### src/common/evreq_pkg.sv
package evreq_pkg;

    ////////////////////////////////////////
    // sizes and event layout
    ////////////////////////////////////////

    // kilobyte offset width, max offset is well under 512 kB
    localparam int ADDR_KB_W = 9;
    // done address is address[31:19]
    localparam int DONE_ADDR_W = 13;

    // one chunk is 2048 samples x 2 bytes = 4 kB
    localparam logic [ADDR_KB_W-1:0] CHUNK_SIZE_KB = 9'd4;
    // SURFs sit 4 chunks apart
    localparam logic [ADDR_KB_W-1:0] SURF_SIZE_KB = 9'd16;
    localparam logic [22:0] CHUNK_SIZE_BTT = 23'd4096;

    localparam logic [2:0] LAST_SURF = 3'd6;
    localparam logic [1:0] LAST_CHUNK = 2'd3;
    // 7 SURFs x 4 chunks
    localparam int NUM_SURF_XFERS = 28;

    ////////////////////////////////////////
    // packed types
    ////////////////////////////////////////

    typedef struct packed {
        logic [1:0] chunk;
        logic [2:0] surf;
    } payload_ident_t;

    // compact command, holds address[31:10] plus the final flag
    typedef struct packed {
        logic                   final_cmd;
        logic [DONE_ADDR_W-1:0] done_addr;
        logic [ADDR_KB_W-1:0]   kb_offset;
    } dm_cmd_entry_t;

    // DataMover S2MM command, no user/cache fields
    typedef struct packed {
        logic [3:0]  rsvd;
        logic [3:0]  tag;
        logic [31:0] addr;
        logic        drr;
        logic        eof;
        logic [5:0]  dsa;
        logic        type_incr;
        logic [22:0] btt;
    } dm_cmd_t;

    typedef struct packed {
        logic       okay;
        logic       slverr;
        logic       decerr;
        logic       interr;
        logic [3:0] tag;
    } dm_stat_t;

    typedef struct packed {
        logic [DONE_ADDR_W-1:0]    done_addr;
        logic                      err_last;
        logic [NUM_SURF_XFERS-2:0] err_hist;
        logic [3:0]                sticky_err;
    } cmpl_t;

    // bit 0 is the command overflow, bit 3 the done address underflow
    typedef struct packed {
        logic done_underflow;
        logic cmpl_overflow;
        logic done_overflow;
        logic cmd_overflow;
    } cmd_err_t;

endpackage
### src/hw/event_req_gen.sv
`timescale 1ns/1ps
module event_req_gen #(
    parameter logic [6:0] BASE_ADDRESS_4KB = 7'd4,
    parameter int         CMD_DEPTH        = 32,
    parameter int         DONE_DEPTH       = 16,
    parameter int         CMPL_DEPTH       = 16
) (
    input  logic                              memclk,
    input  logic                              memresetn,
    // payload side, strobes and levels only
    input  logic                              payload_valid_i,
    input  evreq_pkg::payload_ident_t         payload_ident_i,
    input  logic                              payload_last_i,
    output logic                              payload_has_space_o,
    // done address stream
    input  logic                              done_valid_i,
    input  logic [evreq_pkg::DONE_ADDR_W-1:0] done_addr_i,
    output logic                              done_ready_o,
    // DataMover command and status
    output evreq_pkg::dm_cmd_t                dm_cmd_o,
    output logic                              dm_cmd_valid_o,
    input  logic                              dm_cmd_ready_i,
    input  logic                              dm_stat_valid_i,
    input  evreq_pkg::dm_stat_t               dm_stat_i,
    // completion stream
    output evreq_pkg::cmpl_t                  cmpl_o,
    output logic                              cmpl_valid_o,
    input  logic                              cmpl_ready_i,
    output evreq_pkg::cmd_err_t               cmd_err_o
);
    logic                     cmd_wr;
    evreq_pkg::dm_cmd_entry_t cmd_entry;
    logic                     final_wr;
    logic                     cmd_ovf;
    logic                     done_ovf;
    logic                     done_unf;
    logic                     cmpl_ovf;
    evreq_pkg::cmd_err_t      cmd_err_q;

    chunk_cmd_fsm #(
        .BASE_ADDRESS_4KB (BASE_ADDRESS_4KB)
    ) u_chunk_cmd_fsm (
        .memclk              (memclk),
        .memresetn           (memresetn),
        .payload_valid_i     (payload_valid_i),
        .payload_ident_i     (payload_ident_i),
        .payload_last_i      (payload_last_i),
        .done_valid_i        (done_valid_i),
        .done_addr_i         (done_addr_i),
        .payload_has_space_o (payload_has_space_o),
        .cmd_wr_o            (cmd_wr),
        .cmd_entry_o         (cmd_entry),
        .final_wr_o          (final_wr)
    );

    dm_cmd_queue #(
        .CMD_DEPTH (CMD_DEPTH)
    ) u_dm_cmd_queue (
        .memclk         (memclk),
        .memresetn      (memresetn),
        .cmd_wr_i       (cmd_wr),
        .cmd_entry_i    (cmd_entry),
        .dm_cmd_ready_i (dm_cmd_ready_i),
        .dm_cmd_o       (dm_cmd_o),
        .dm_cmd_valid_o (dm_cmd_valid_o),
        .overflow_o     (cmd_ovf)
    );

    cmpl_tracker #(
        .DONE_DEPTH (DONE_DEPTH),
        .CMPL_DEPTH (CMPL_DEPTH)
    ) u_cmpl_tracker (
        .memclk           (memclk),
        .memresetn        (memresetn),
        .final_wr_i       (final_wr),
        .done_addr_i      (done_addr_i),
        .dm_stat_valid_i  (dm_stat_valid_i),
        .dm_stat_i        (dm_stat_i),
        .cmpl_ready_i     (cmpl_ready_i),
        .cmpl_o           (cmpl_o),
        .cmpl_valid_o     (cmpl_valid_o),
        .done_overflow_o  (done_ovf),
        .done_underflow_o (done_unf),
        .cmpl_overflow_o  (cmpl_ovf)
    );

    // done address is consumed by the final command write
    assign done_ready_o = final_wr;

    // sticky errors, only reset clears them
    always_ff @(posedge memclk) begin
        if (!memresetn) begin
            cmd_err_q <= '0;
        end else begin
            if (cmd_ovf) cmd_err_q.cmd_overflow <= 1'b1;
            if (done_ovf) cmd_err_q.done_overflow <= 1'b1;
            if (cmpl_ovf) cmd_err_q.cmpl_overflow <= 1'b1;
            if (done_unf) cmd_err_q.done_underflow <= 1'b1;
        end
    end

    assign cmd_err_o = cmd_err_q;

endmodule

### src/cmpl/cmpl_tracker.sv
`timescale 1ns/1ps
module cmpl_tracker #(
    parameter int DONE_DEPTH = 16,
    parameter int CMPL_DEPTH = 16
) (
    input  logic                              memclk,
    input  logic                              memresetn,
    input  logic                              final_wr_i,
    input  logic [evreq_pkg::DONE_ADDR_W-1:0] done_addr_i,
    input  logic                              dm_stat_valid_i,
    input  evreq_pkg::dm_stat_t               dm_stat_i,
    input  logic                              cmpl_ready_i,
    output evreq_pkg::cmpl_t                  cmpl_o,
    output logic                              cmpl_valid_o,
    output logic                              done_overflow_o,
    output logic                              done_underflow_o,
    output logic                              cmpl_overflow_o
);
    localparam int HIST_W = evreq_pkg::NUM_SURF_XFERS - 1;

    logic [3:0]                        cur_err;
    logic                              err_any;
    logic                              stat_last;
    logic [3:0]                        sticky_q;
    logic [HIST_W-1:0]                 hist_q;
    logic [evreq_pkg::DONE_ADDR_W-1:0] done_head;
    logic                              done_valid;
    evreq_pkg::cmpl_t                  cmpl_in;

    ////////////////////////////////////////
    // status reduction
    ////////////////////////////////////////

    // status as pure errors, not-okay plus the three error bits
    assign cur_err   = {!dm_stat_i.okay, dm_stat_i.slverr, dm_stat_i.decerr, dm_stat_i.interr};
    assign err_any   = |cur_err;
    // tag bit 0 marks the final transfer of the event
    assign stat_last = dm_stat_valid_i && dm_stat_i.tag[0];

    always_ff @(posedge memclk) begin
        if (!memresetn) begin
            sticky_q <= '0;
            hist_q   <= '0;
        end else if (dm_stat_valid_i) begin
            if (dm_stat_i.tag[0]) begin
                sticky_q <= '0;
            end else begin
                sticky_q <= sticky_q | cur_err;
            end
            // 28th transfer rides in err_last, so only 27 kept
            hist_q <= {err_any, hist_q[HIST_W-1:1]};
        end
    end

    ////////////////////////////////////////
    // done address and completion FIFOs
    ////////////////////////////////////////

    // pushed with the final command, popped by the last status
    sync_fifo #(
        .DEPTH (DONE_DEPTH),
        .T     (logic [evreq_pkg::DONE_ADDR_W-1:0])
    ) u_done_fifo (
        .memclk      (memclk),
        .memresetn   (memresetn),
        .wr_i        (final_wr_i),
        .din_i       (done_addr_i),
        .full_o      (),
        .overflow_o  (done_overflow_o),
        .rd_i        (stat_last),
        .dout_o      (done_head),
        .valid_o     (done_valid),
        .underflow_o (done_underflow_o)
    );

    // empty done FIFO gives a zero address, completion still goes out
    assign cmpl_in.done_addr  = done_valid ? done_head : '0;
    assign cmpl_in.err_last   = err_any;
    assign cmpl_in.err_hist   = hist_q;
    assign cmpl_in.sticky_err = sticky_q | cur_err;

    sync_fifo #(
        .DEPTH (CMPL_DEPTH),
        .T     (evreq_pkg::cmpl_t)
    ) u_cmpl_fifo (
        .memclk      (memclk),
        .memresetn   (memresetn),
        .wr_i        (stat_last),
        .din_i       (cmpl_in),
        .full_o      (),
        .overflow_o  (cmpl_overflow_o),
        .rd_i        (cmpl_valid_o && cmpl_ready_i),
        .dout_o      (cmpl_o),
        .valid_o     (cmpl_valid_o),
        .underflow_o ()
    );

endmodule

### src/req_gen/dm_cmd_queue.sv
`timescale 1ns/1ps
module dm_cmd_queue #(
    parameter int CMD_DEPTH = 32
) (
    input  logic                     memclk,
    input  logic                     memresetn,
    input  logic                     cmd_wr_i,
    input  evreq_pkg::dm_cmd_entry_t cmd_entry_i,
    input  logic                     dm_cmd_ready_i,
    output evreq_pkg::dm_cmd_t       dm_cmd_o,
    output logic                     dm_cmd_valid_o,
    output logic                     overflow_o
);
    evreq_pkg::dm_cmd_entry_t head;

    // compact entries, 23 bits instead of 72
    sync_fifo #(
        .DEPTH (CMD_DEPTH),
        .T     (evreq_pkg::dm_cmd_entry_t)
    ) u_cmd_fifo (
        .memclk      (memclk),
        .memresetn   (memresetn),
        .wr_i        (cmd_wr_i),
        .din_i       (cmd_entry_i),
        .full_o      (),
        .overflow_o  (overflow_o),
        .rd_i        (dm_cmd_valid_o && dm_cmd_ready_i),
        .dout_o      (head),
        .valid_o     (dm_cmd_valid_o),
        .underflow_o ()
    );

    // only the address and tag change between commands
    always_comb begin
        dm_cmd_o           = '0;
        dm_cmd_o.tag       = {3'b000, head.final_cmd};
        // bottom 10 address bits are always zero
        dm_cmd_o.addr      = {head.done_addr, head.kb_offset, 10'h000};
        dm_cmd_o.drr       = 1'b0;
        dm_cmd_o.eof       = 1'b1;
        dm_cmd_o.type_incr = 1'b1;
        dm_cmd_o.btt       = evreq_pkg::CHUNK_SIZE_BTT;
    end

endmodule

### src/req_gen/chunk_cmd_fsm.sv
`timescale 1ns/1ps
module chunk_cmd_fsm #(
    parameter logic [6:0] BASE_ADDRESS_4KB = 7'd4
) (
    input  logic                                 memclk,
    input  logic                                 memresetn,
    input  logic                                 payload_valid_i,
    input  evreq_pkg::payload_ident_t            payload_ident_i,
    input  logic                                 payload_last_i,
    input  logic                                 done_valid_i,
    input  logic [evreq_pkg::DONE_ADDR_W-1:0]    done_addr_i,
    output logic                                 payload_has_space_o,
    output logic                                 cmd_wr_o,
    output evreq_pkg::dm_cmd_entry_t             cmd_entry_o,
    output logic                                 final_wr_o
);
    localparam int KB_W = evreq_pkg::ADDR_KB_W;
    // base in kB, 4 kB units shifted up by two
    localparam logic [KB_W-1:0] BASE_KB = {BASE_ADDRESS_4KB, 2'b00};

    typedef enum logic [2:0] {
        IDLE,
        LOAD_BASE,
        WAIT_LAST,
        INCREMENT,
        WAIT_NEXT_CHUNK
    } state_t;

    state_t          state_q;
    logic [KB_W-1:0] offset_q;
    logic [KB_W-1:0] chunk_kb;
    logic [KB_W-1:0] addend_a;
    logic [KB_W-1:0] addend_b;
    logic            last_beat;
    logic            at_last_surf;
    logic            is_final;

    assign last_beat    = payload_valid_i && payload_last_i;
    assign at_last_surf = (payload_ident_i.surf == evreq_pkg::LAST_SURF);
    assign is_final     = at_last_surf && (payload_ident_i.chunk == evreq_pkg::LAST_CHUNK);

    ////////////////////////////////////////
    // address adder
    ////////////////////////////////////////

    // chunk start offset, chunk number x 4 kB
    assign chunk_kb = evreq_pkg::CHUNK_SIZE_KB * {{(KB_W - 2){1'b0}}, payload_ident_i.chunk};

    // one adder covers both load and increment
    always_comb begin
        addend_a = offset_q;
        addend_b = '0;
        if (state_q == LOAD_BASE) begin
            addend_a = BASE_KB + chunk_kb;
        end
        if (state_q == INCREMENT) begin
            addend_b = evreq_pkg::SURF_SIZE_KB;
        end
    end

    always_ff @(posedge memclk) begin
        if (state_q == LOAD_BASE || state_q == INCREMENT) begin
            offset_q <= addend_a + addend_b;
        end
    end

    ////////////////////////////////////////
    // chunk tracking FSM
    ////////////////////////////////////////

    always_ff @(posedge memclk) begin
        if (!memresetn) begin
            state_q <= IDLE;
        end else begin
            case (state_q)
                IDLE: begin
                    if (payload_valid_i && done_valid_i) begin
                        state_q <= LOAD_BASE;
                    end
                end
                LOAD_BASE: state_q <= WAIT_LAST;
                WAIT_LAST: begin
                    // idents run SURF 0..6 within a chunk, then the chunk steps
                    if (last_beat) begin
                        if (is_final) begin
                            state_q <= IDLE;
                        end else if (at_last_surf) begin
                            state_q <= WAIT_NEXT_CHUNK;
                        end else begin
                            state_q <= INCREMENT;
                        end
                    end
                end
                INCREMENT: state_q <= WAIT_LAST;
                WAIT_NEXT_CHUNK: begin
                    if (payload_valid_i) begin
                        state_q <= LOAD_BASE;
                    end
                end
                default: state_q <= IDLE;
            endcase
        end
    end

    // one entry per chunk, written at its last beat
    assign cmd_wr_o              = (state_q == WAIT_LAST) && last_beat;
    assign final_wr_o            = cmd_wr_o && is_final;
    assign cmd_entry_o.final_cmd = is_final;
    assign cmd_entry_o.done_addr = done_addr_i;
    assign cmd_entry_o.kb_offset = offset_q;

    // space when mid-event between chunks, or idle with an address waiting
    assign payload_has_space_o = (state_q == WAIT_NEXT_CHUNK) ||
                                 (state_q == IDLE && done_valid_i);

endmodule

### src/hw/sync_fifo.sv
`timescale 1ns/1ps
module sync_fifo #(
    parameter int  DEPTH = 16,
    parameter type T     = logic [7:0]
) (
    input  logic memclk,
    input  logic memresetn,
    input  logic wr_i,
    input  T     din_i,
    output logic full_o,
    output logic overflow_o,
    input  logic rd_i,
    output T     dout_o,
    output logic valid_o,
    output logic underflow_o
);
    localparam int PTR_W = (DEPTH > 1) ? $clog2(DEPTH) : 1;
    localparam int CNT_W = $clog2(DEPTH + 1);

    // register array storage
    T mem [DEPTH];

    logic [PTR_W-1:0] wr_ptr;
    logic [PTR_W-1:0] rd_ptr;
    logic [CNT_W-1:0] count;
    logic             do_wr;
    logic             do_rd;

    // writes when full are dropped, reads when empty are ignored
    assign do_wr = wr_i && !full_o;
    assign do_rd = rd_i && valid_o;

    assign full_o      = (count == CNT_W'(DEPTH));
    assign valid_o     = (count != '0);
    assign overflow_o  = wr_i && full_o;
    assign underflow_o = rd_i && !valid_o;

    // show-ahead output presents the head entry
    assign dout_o = mem[rd_ptr];

    always_ff @(posedge memclk) begin
        if (do_wr) begin
            mem[wr_ptr] <= din_i;
        end
    end

    always_ff @(posedge memclk) begin
        if (!memresetn) begin
            wr_ptr <= '0;
            rd_ptr <= '0;
            count  <= '0;
        end else begin
            if (do_wr) begin
                wr_ptr <= (wr_ptr == PTR_W'(DEPTH - 1)) ? '0 : wr_ptr + 1'b1;
            end
            if (do_rd) begin
                rd_ptr <= (rd_ptr == PTR_W'(DEPTH - 1)) ? '0 : rd_ptr + 1'b1;
            end
            // simultaneous push and pop leaves the count alone
            case ({do_wr, do_rd})
                2'b10:   count <= count + 1'b1;
                2'b01:   count <= count - 1'b1;
                default: count <= count;
            endcase
        end
    end

endmodule

### config.mk
export PLATFORM = sky130hd
export DESIGN_NAME = event_req_gen
export DESIGN_NICKNAME = d
export VERILOG_FILES = /design/src/common/evreq_pkg.sv /design/src/hw/event_req_gen.sv /design/src/cmpl/cmpl_tracker.sv /design/src/req_gen/dm_cmd_queue.sv /design/src/req_gen/chunk_cmd_fsm.sv /design/src/hw/sync_fifo.sv
export SDC_FILE = /design/constraint.sdc
export NUM_CORES = 1
export LEC_CHECK = 0
export BUFFER_PORTS_ARGS = -buffer_cell sky130_fd_sc_hd__buf_2
export CORE_ASPECT_RATIO = 1.1
export CORE_MARGIN = 3
export CORE_UTILIZATION = 55
export CTS_BUF_LIST = sky130_fd_sc_hd__clkbuf_4 sky130_fd_sc_hd__clkbuf_8
export DETAILED_ROUTE_END_ITERATION = 12
export PLACE_DENSITY = 0.78
export SKIP_CTS_REPAIR_TIMING = 1
export SYNTH_ARGS = -nofsm -noshare
export SYNTH_HDL_FRONTEND = slang
export SYNTH_HIERARCHICAL = 1
export SYNTH_SLANG_ARGS = --single-unit
### constraint.sdc
create_clock -name memclk -period 7 [get_ports memclk]
set_input_delay 1.05 -clock memclk [delete_from_list [all_inputs] [get_ports memclk]]
set_output_delay 1.05 -clock memclk [all_outputs]
set_load 0.01 [all_outputs]
### Word level (Yosys, flattened, before mapping)

Memory sizes are Yosys's and may differ from the RTL's. A register that Yosys moved wholly into a read port is not among the register bits.
Cells that the tools add are included.

* register bits after elaboration: 89
* bits in latches: 0
* RAM bits: 1664
* ROM bits: 0
* input bits: 34
* output and inout port bits: 125
* logic and storage cells: 126
* memories kept: 3

Memory list
* u_dm_cmd_queue.u_cmd_fifo.mem: words 32, width 23, rd ports 1, clocked after Yosys merged registers in 1, write ports 1, RTL line sync_fifo.sv:21 `T mem [DEPTH];`
* u_cmpl_tracker.u_cmpl_fifo.mem: words 16, width 45, rd ports 1, clocked after Yosys merged registers in 1, write ports 1, RTL line sync_fifo.sv:21
* u_cmpl_tracker.u_done_fifo.mem: words 16, width 13, rd ports 1, clocked after Yosys merged registers in 1, write ports 1, RTL line sync_fifo.sv:21

* $add $sub $neg: 14
* multipliers: 0
* div/mod/pow operators: 0
* order comparisons: 0
* eq/ne operators: 24
* shifts and indexed selects: 0
* muxes and demuxes: 31
* bitwise operators: 1
* reduce and logical (&&, ||, !) cells: 36

Operators with widths (number)
* 4-bit two-way mux: 9
* 5-bit two-way mux: 5
* 5-bit by 1-bit adder with 5-bit output, second input constant: 4
* 5-bit equality test, second input constant: 4
* 5-bit case mux with 2 select lines: 2
* 1-bit logical AND: 19
* 4-bit by 1-bit adder with 4-bit output, second input constant: 4
* 4-bit equality test, second input constant: 4
* 3-bit two-way mux: 5
* 13-bit two-way mux: 1
* 3-bit case mux with 4 select lines: 1
* 6-bit case mux with 2 select lines: 1
* 5-bit nonzero test: 2
* 5-bit by 1-bit subtractor with 5-bit output, second input constant: 2
* 9-bit by 5-bit adder with 9-bit output: 1
* 9-bit two-way mux: 1
* 2-bit equality test, second input constant: 4
* 5-bit by 4-bit adder with 6-bit output, first input constant: 1
* 6-bit by 1-bit adder with 6-bit output, second input constant: 1
* 2-bit by 1-bit equality test with 1-bit output, second input constant: 3
* 3-bit by 2-bit equality test with 1-bit output, second input constant: 2
* 3-bit equality test, second input constant: 2
* 6-bit equality test, second input constant: 1
* 1-bit two-way mux: 6
* 13 further kinds: 21

### Logic depth before layout (Yosys ltp)

Gate-level depths: netlist of run 1.

* depth after elaboration: 6
* mapped depth: 15
* gate-level depth less buffers: 13

### Cells and area by module

The synthesis of run 1 kept the hierarchy.

Modules (own cells, without submodules)
* sync_fifo at u_dm_cmd_queue.u_cmd_fifo: times used 1, cells an instance 1245, area an instance 29286.8 um^2, seq. area each 22521.6 um^2
* sync_fifo at u_cmpl_tracker.u_cmpl_fifo: times used 1, cells an instance 1121, area an instance 27976.8 um^2, seq. area each 21961.1 um^2
* sync_fifo at u_cmpl_tracker.u_done_fifo: times used 1, cells an instance 413, area an instance 8802.2 um^2, seq. area each 6586.3 um^2
* cmpl_tracker: times used 1, cells an instance 123, area an instance 1320.0 um^2, seq. area each 620.6 um^2
* chunk_cmd_fsm: times used 1, cells an instance 64, area an instance 666.9 um^2, seq. area each 270.3 um^2
* dm_cmd_queue: times used 1, cells an instance 52, area an instance 381.6 um^2, seq. area each 0.0 um^2
* event_req_gen: times used 1, cells an instance 8, area an instance 110.1 um^2, seq. area each 80.1 um^2

### Worst setup path before layout of run 1

No wires, ideal clock.

* path kind: in2reg
* from: input dm_stat_valid_i
* to: memory u_cmpl_tracker/u_cmpl_fifo/mem[3][0] (netlist name) (enable)
* setup time: 0.503 ns
* arrival: 5.081 ns
* data required time: 6.497 ns
* path slack: 1.416 ns
* cell stages on the path: 6
* path buffers: 2
* cell sequence: buf_6 buf_8 and2_1 a21boi_2 nand2_1 nor3_1

* longest elaborated chain between the ends: 4

Ends and longest elaborated chain
* from (decl): RTL line event_req_gen.sv:23 `input logic dm_stat_valid_i,`
* 1-bit logical AND: RTL line cmpl_tracker.sv:38 `assign stat_last = dm_stat_valid_i && dm_stat_i.tag[0];`
* net u_cmpl_tracker.stat_last: RTL line cmpl_tracker.sv:23 `logic stat_last;`
* 1-bit logical AND: RTL line sync_fifo.sv:30 `assign do_wr = wr_i && !full_o;`
* 1-bit two-way mux: RTL line sync_fifo.sv:42 `if (do_wr) begin`
* 1-bit two-way mux (not written as such): RTL line sync_fifo.sv:43 `mem[wr_ptr] <= din_i;`
* to (decl): RTL line sync_fifo.sv:21

The timed path passes the listed nets, and every way through them passes these cells.

==> metrics.cfg, run 1 <==
[outcome]
status = finished clean

[setup_path]
critPathKind = flop to primary output
rrSetupSlack_ns = 2.89
required_ns = 5.95
r2r_end = u_dm_cmd_queue/u_cmd_fifo/mem[1][19]$_DFFE_PP_
reg2reg_from = u_chunk_cmd_fsm/state_q[1]$_SDFFE_PN0P_
rr_worst_depth = 7
crit_fanout = 46
critPathCaptureType = primary output
startpoint_type = flop
cp.arrival_ns = 3.86
endpoint = cmpl_o[32]

[route]
wl_met3_um = 12000
num_vias = 31737
postRouteAntennaNets = 0
first_pass_iters = 5
drc = 0
wirelength_um = 143000
avgRoutedWirePerCell_um = 27.6
highest_layer = met4
wl_met2_um = 73200
drt-initial-drc-count = 3248
vias_per_cell = 6.13
met1Wirelength_um = 54000

[floorplanning]
die_area_um2 = 129000
pin_count = 159
fp.dieH_um = 376
start_util_pct = 55.5
core_um2 = 123000
die_x_um = 343
fp-row-count = 135

[power]
leakage_nw = 24.1
vdd_drop_max_mv = 0.210
powerDensity_nw_per_um2 = 264

[placed_design]
dp.final_hpwl_um = 76300
preCtsSetupSlack_ns = 2.16
io_buffer_count = 106
dp_cells = 4688
place_congestion = 0.750

[sta]
final_max_slew_viol_count = 0
tightest_slew_ns = 1.16
relSlewSlack_pct = 22.3
setup_viol = 0
fin_setup_tns_ns = 0
max_freq_ghz = 0.204
timing.final.crit_share_pct = 70.1
finalHoldViolCount = 0
fin_skew_ns = 0.0717
setup_ws_ns = 2.09
period_needed_ns = 4.91
hold_slack_ns = 0.300
grt_setup_unrepaired = no

[synthesis]
syn_inst = 3021
synth_area_per_cell_um2 = 22.7
netlist_area_um2 = 68500
ys_warn_count = 6

[layout]
drive_above_1_share_pct = 35.6
final_cell_mix = edfxtp_1 (1671), mux4_2 (520), clkbuf_8 (306), buf_2 (106), clkbuf_4 (100)
fillers = 7927
multi_input_area_um2 = 15500
fin_cells = 5175
seq_area_um2 = 52100
layout_commonest_cell = edfxtp_1
area_growth_syn_to_layout_pct = 11.3
fin_nets = 3391

[clock_network]
cts_max_level = 5
clock_latency_ns = 0.95
clock-root-buffer = clkbuf_8
cts_tree = built
cts_buffer_depth = 4
cts_made_buffers = 284
path_clk_slew_ns = 0.06
clock-sinks = 1764

[global_route]
grt_max_degree = 137
overflow = 0
grt_antenna_before_repair = 10
track_usage_pct = 22.6
grt_pass1_wl_um = 213000
grt_pass1_vias = 32949

[min_path]
hp-class = input pin to flop

[flow_run]
drv_cap = 0

-- sequential cells by signal (all words and copies together) (netlist names), named ones only --
| signal | cells |
|---|---|
| u_cmpl_tracker/u_cmpl_fifo/count | 5 |
| u_dm_cmd_queue/u_cmd_fifo/count | 6 |
| u_dm_cmd_queue/u_cmd_fifo/mem | 736 |
| u_dm_cmd_queue/u_cmd_fifo/rd_ptr | 5 |
| u_cmpl_tracker/hist_q | 27 |
| u_cmpl_tracker/sticky_q | 4 |
| u_chunk_cmd_fsm/offset_q | 7 |
| u_cmpl_tracker/u_cmpl_fifo/rd_ptr | 4 |
| u_chunk_cmd_fsm/state_q | 3 |
| u_cmpl_tracker/u_cmpl_fifo/mem | 720 |
| u_dm_cmd_queue/u_cmd_fifo/wr_ptr | 5 |
| u_cmpl_tracker/u_cmpl_fifo/wr_ptr | 4 |
| u_cmpl_tracker/u_done_fifo/count | 5 |
| u_cmpl_tracker/u_done_fifo/wr_ptr | 4 |
| u_cmpl_tracker/u_done_fifo/mem | 208 |
| cmd_err_o | 4 |
| u_cmpl_tracker/u_done_fifo/rd_ptr | 4 |
-- worst max-delay path, stage by stage, from the launching register on --
cell and delay [ns]:
dfxtp_4 0.95, buf_4 0.59, mux4_2 0.60, mux4_2 0.55, buf_2 0.17
-- worst min-delay path by stage --
stage                                            start                                       to  slack (ns)  cells after the start
3_5_place_dp   u_cmpl_tracker/sticky_q[0]$_SDFFE_PN0P_  u_cmpl_tracker/sticky_q[0]$_SDFFE_PN0P_        0.44                      2
3_3_place_gp   u_cmpl_tracker/sticky_q[1]$_SDFFE_PN0P_  u_cmpl_tracker/sticky_q[1]$_SDFFE_PN0P_        0.44                      2
6_report                            payload_ident_i[4]    u_chunk_cmd_fsm/offset_q[3]$_DFFE_PP_        0.30                      1
2_1_floorplan  u_cmpl_tracker/sticky_q[0]$_SDFFE_PN0P_  u_cmpl_tracker/sticky_q[0]$_SDFFE_PN0P_        0.43                      2
5_1_grt                             payload_ident_i[4]    u_chunk_cmd_fsm/offset_q[3]$_DFFE_PP_        0.22                      1
4_1_cts                             payload_ident_i[3]    u_chunk_cmd_fsm/offset_q[2]$_DFFE_PP_        0.20                      1
-- report_power, final --
group / switching [mW] / leakage (nW) / internal (mW)
Sequential: 0.0319 / 16.3 / 11.5
Clock: 3.72 / 2.82 / 4.57
Combinational: 0.214 / 4.99 / 0.132
Total: 3.97 / 24.1 / 16.2
-- metal layers --
layer	GRT usage [%]	vias to the layer above
li1	-	13228
met1	30.7	16740
met2	37.0	1500
met3	5.21	269
met4	7.03	0
met5	0	-
-- stage by stage --
stage / cell area (µm²) / power, mW / utilization, %
final: 76300 / 20.2 / 61.8
after global routing: 76300 / 20.8 / 61.8
after CTS: 76300 / 20.3 / 61.8
after detailed placement: 71000 / 12.1 / 57.5
after global placement: 71000 / 12.1 / 57.5
after floorplan: 68700 / 12.0 / -
-- final cells by class --
type | count | area share [%]
Antenna cell | 5 | 0.0164
Clock buffer | 406 | 6.50
Clock inverter | 76 | 0.471
Inverter | 25 | 0.123
Multi-Input combinational cell | 1067 | 20.3
Sequential cell | 1764 | 68.3
Tap cell | 1644 | 2.70
Timing Repair Buffer | 188 | 1.60
Power figures use the tool's default switching activity.
==> run 2: changes to the inputs <==
==> constraint.sdc (replaced) <==
create_clock -name memclk -period 4.8 [get_ports memclk]
set_input_delay 0.72 -clock memclk [delete_from_list [all_inputs] [get_ports memclk]]
set_output_delay 0.72 -clock memclk [all_outputs]
set_load 0.01 [all_outputs]
==> run 2 against run 1 <==
Compared with the run above: sequential share of layout area decreased by 0.36 points; worst setup slack lost 1.6 ns; count of clock-buffer cells in the layout is 21 lower; combinational power is 49% higher; critical path type unchanged; largest cell class unchanged; largest power group unchanged.
==> metrics.cfg, run 2 (synthesized netlist as in run 1, its figures left out) <==
[clock_network]
cts_buffer_depth = 4  ; unchanged
path_clk_slew_ns = 0.06  ; about the same
cts_max_level = 5  ; unchanged
cts_tree = built
cts_made_buffers = 283  ; -0.35%
clock-sinks = 1764  ; unchanged
clock_latency_ns = 0.96  ; about the same
clock-root-buffer = clkbuf_8

[sta]
fin_skew_ns = 0.0670  ; -0.00463 ns
finalHoldViolCount = 0  ; unchanged
setup_viol = 0  ; unchanged
max_freq_ghz = 0.233
relSlewSlack_pct = 24.8  ; +2.5 points
tightest_slew_ns = 1.13  ; -0.0352 ns
final_max_slew_viol_count = 0  ; unchanged
period_needed_ns = 4.30
setup_ws_ns = 0.501  ; -1.59 ns
fin_setup_tns_ns = 0  ; unchanged
timing.final.crit_share_pct = 89.6
grt_setup_unrepaired = no

[placed_design]
place_congestion = 0.759  ; +1.2%
dp.final_hpwl_um = 78300  ; +2.5%
io_buffer_count = 106  ; unchanged
preCtsSetupSlack_ns = 0.533  ; -1.63 ns

[layout]
area_growth_syn_to_layout_pct = 11.9
final_cell_mix = edfxtp_1 (1671), mux4_2 (520), clkbuf_8 (305), buf_2 (106), buf_4 (85)
largest_reg_flops = 736  ; unchanged
fin_nets = 3417  ; +0.77%
layout_commonest_cell = edfxtp_1
drive_above_1_share_pct = 35.8  ; +0.23 points
reg.largest.list = u_dm_cmd_queue/u_cmd_fifo/mem x736, u_cmpl_tracker/u_cmpl_fifo/mem x720, u_cmpl_tracker/u_done_fifo/mem x208
fillers = 7905  ; -0.28%
top_register = u_dm_cmd_queue/u_cmd_fifo/mem

[setup_path]
startpoint_type = flop
crit_fanout = 28  ; -39%
cp.arrival_ns = 3.58  ; -0.28 ns
required_ns = 4.08  ; -1.87 ns
critPathCaptureType = primary output
critPathKind = flop to primary output
rr_worst_depth = 11  ; +4

[global_route]
grt_antenna_before_repair = 7  ; -3
track_usage_pct = 22.4  ; -0.20 points
grt_pass1_wl_um = 211000  ; -0.75%
grt_pass1_vias = 33112  ; +0.49%
overflow = 0  ; unchanged
grt_max_degree = 74  ; -46%

[route]
vias_per_cell = 6.09  ; -0.70%
first_pass_iters = 5  ; unchanged
wirelength_um = 141000  ; -0.86%
drc = 0  ; unchanged
avgRoutedWirePerCell_um = 27.2  ; -1.2%
postRouteAntennaNets = 0  ; unchanged
num_vias = 31618  ; -0.37%
drt-initial-drc-count = 3036  ; -6.5%

[power]
vdd_drop_max_mv = 0.282  ; +34%
leakage_nw = 24.2  ; +0.57%
powerDensity_nw_per_um2 = 383  ; +45%

[flow_run]
drv_cap = 0  ; unchanged

[outcome]
status = finished clean

[floorplanning]
die_x_um = 343  ; unchanged
start_util_pct = 55.5  ; unchanged
fp.dieH_um = 376  ; unchanged
fp-row-count = 135  ; unchanged
pin_count = 159  ; unchanged
core_um2 = 123000  ; unchanged
die_area_um2 = 129000  ; unchanged

[min_path]
hold_depth = 3  ; +2
hp-class = input pin to flop

run 2: cell count changes in the layout (fill, tap and decap cells not counted), moves of 3 or more:
| cell | delta |
|---|---|
| nor3_4 | +4 |
| clkinv_2 | +5 |
| diode_2 | +3 |
| nor3_2 | -4 |
| buf_12 | +16 |
| clkbuf_4 | -20 |
| bufinv_16 | +3 |
| buf_4 | +9 |
run 2: final cells by class:
class | instances | area (µm²) | share of cell area [%]
sequential | 1764 | 52100 | 67.9
clock buffer | 385 | 4800 | 6.26
inverter | 25 | 93.8 | 0.122
clock inverter | 84 | 485 | 0.633
tap | 1644 | 2060 | 2.68
antenna | 8 | 20.0 | 0.0261
multi-input combinational | 1067 | 15500 | 20.3
timing repair buffer | 215 | 1630 | 2.12
run 2: path summary, 6_finish.rpt:
check	start	endpoint	slack, ns
max	flop	dm_cmd_o[51]	0.50
min	dm_stat_i[4]	u_cmpl_tracker/sticky_q[0]$_SDFFE_PN0P_	0.04
max reg2reg	u_chunk_cmd_fsm/state_q[1]$_SDFFE_PN0P_	u_cmpl_tracker/u_done_fifo/count[4]$_SDFFE_PN0P_	0.86
min reg2reg	cmd_err_o[1]$_SDFFE_PN0P_	cmd_err_o[1]$_SDFFE_PN0P_	0.46
run 2: critical path, stage by stage, from the launching register on:
cell and delay, ns:
dfxtp_4 0.46, buf_4 0.51, mux4_2 0.61, mux4_2 0.58, mux2_2 0.32, buf_2 0.15
run 2: layer usage:
layer	global-route usage, %	up-vias	routed length, µm
li1	-	13280	-
met1	29.7	16648	52300
met2	37.1	1440	73300
met3	5.38	250	12000
met4	7.45	0	3800
met5	0.0379	-	0
run 2: through the flow:
stage | std cells | total power, mW | area [µm²] | hold slack, ns | util (%)
after global routing | 5190 | 30.4 | 76700 | 0.000639 | 62.1
after CTS | 5182 | 29.7 | 76700 | -0.104 | 62.1
final | 5192 | 29.4 | 76700 | 0.0387 | 62.1
after floorplan | 3069 | 17.5 | 68700 | 0.430 | -
after detailed placement | 4713 | 17.7 | 71400 | 0.449 | 57.8
after global placement | 4713 | 17.6 | 71400 | 0.441 | 57.8
run 2: power breakdown:
part / switching (mW) / internal, mW / total [mW]
clock: 5.39 / 6.65 / 12.0
combinational: 0.321 / 0.196 / 0.517
sequential: 0.0388 / 16.8 / 16.8
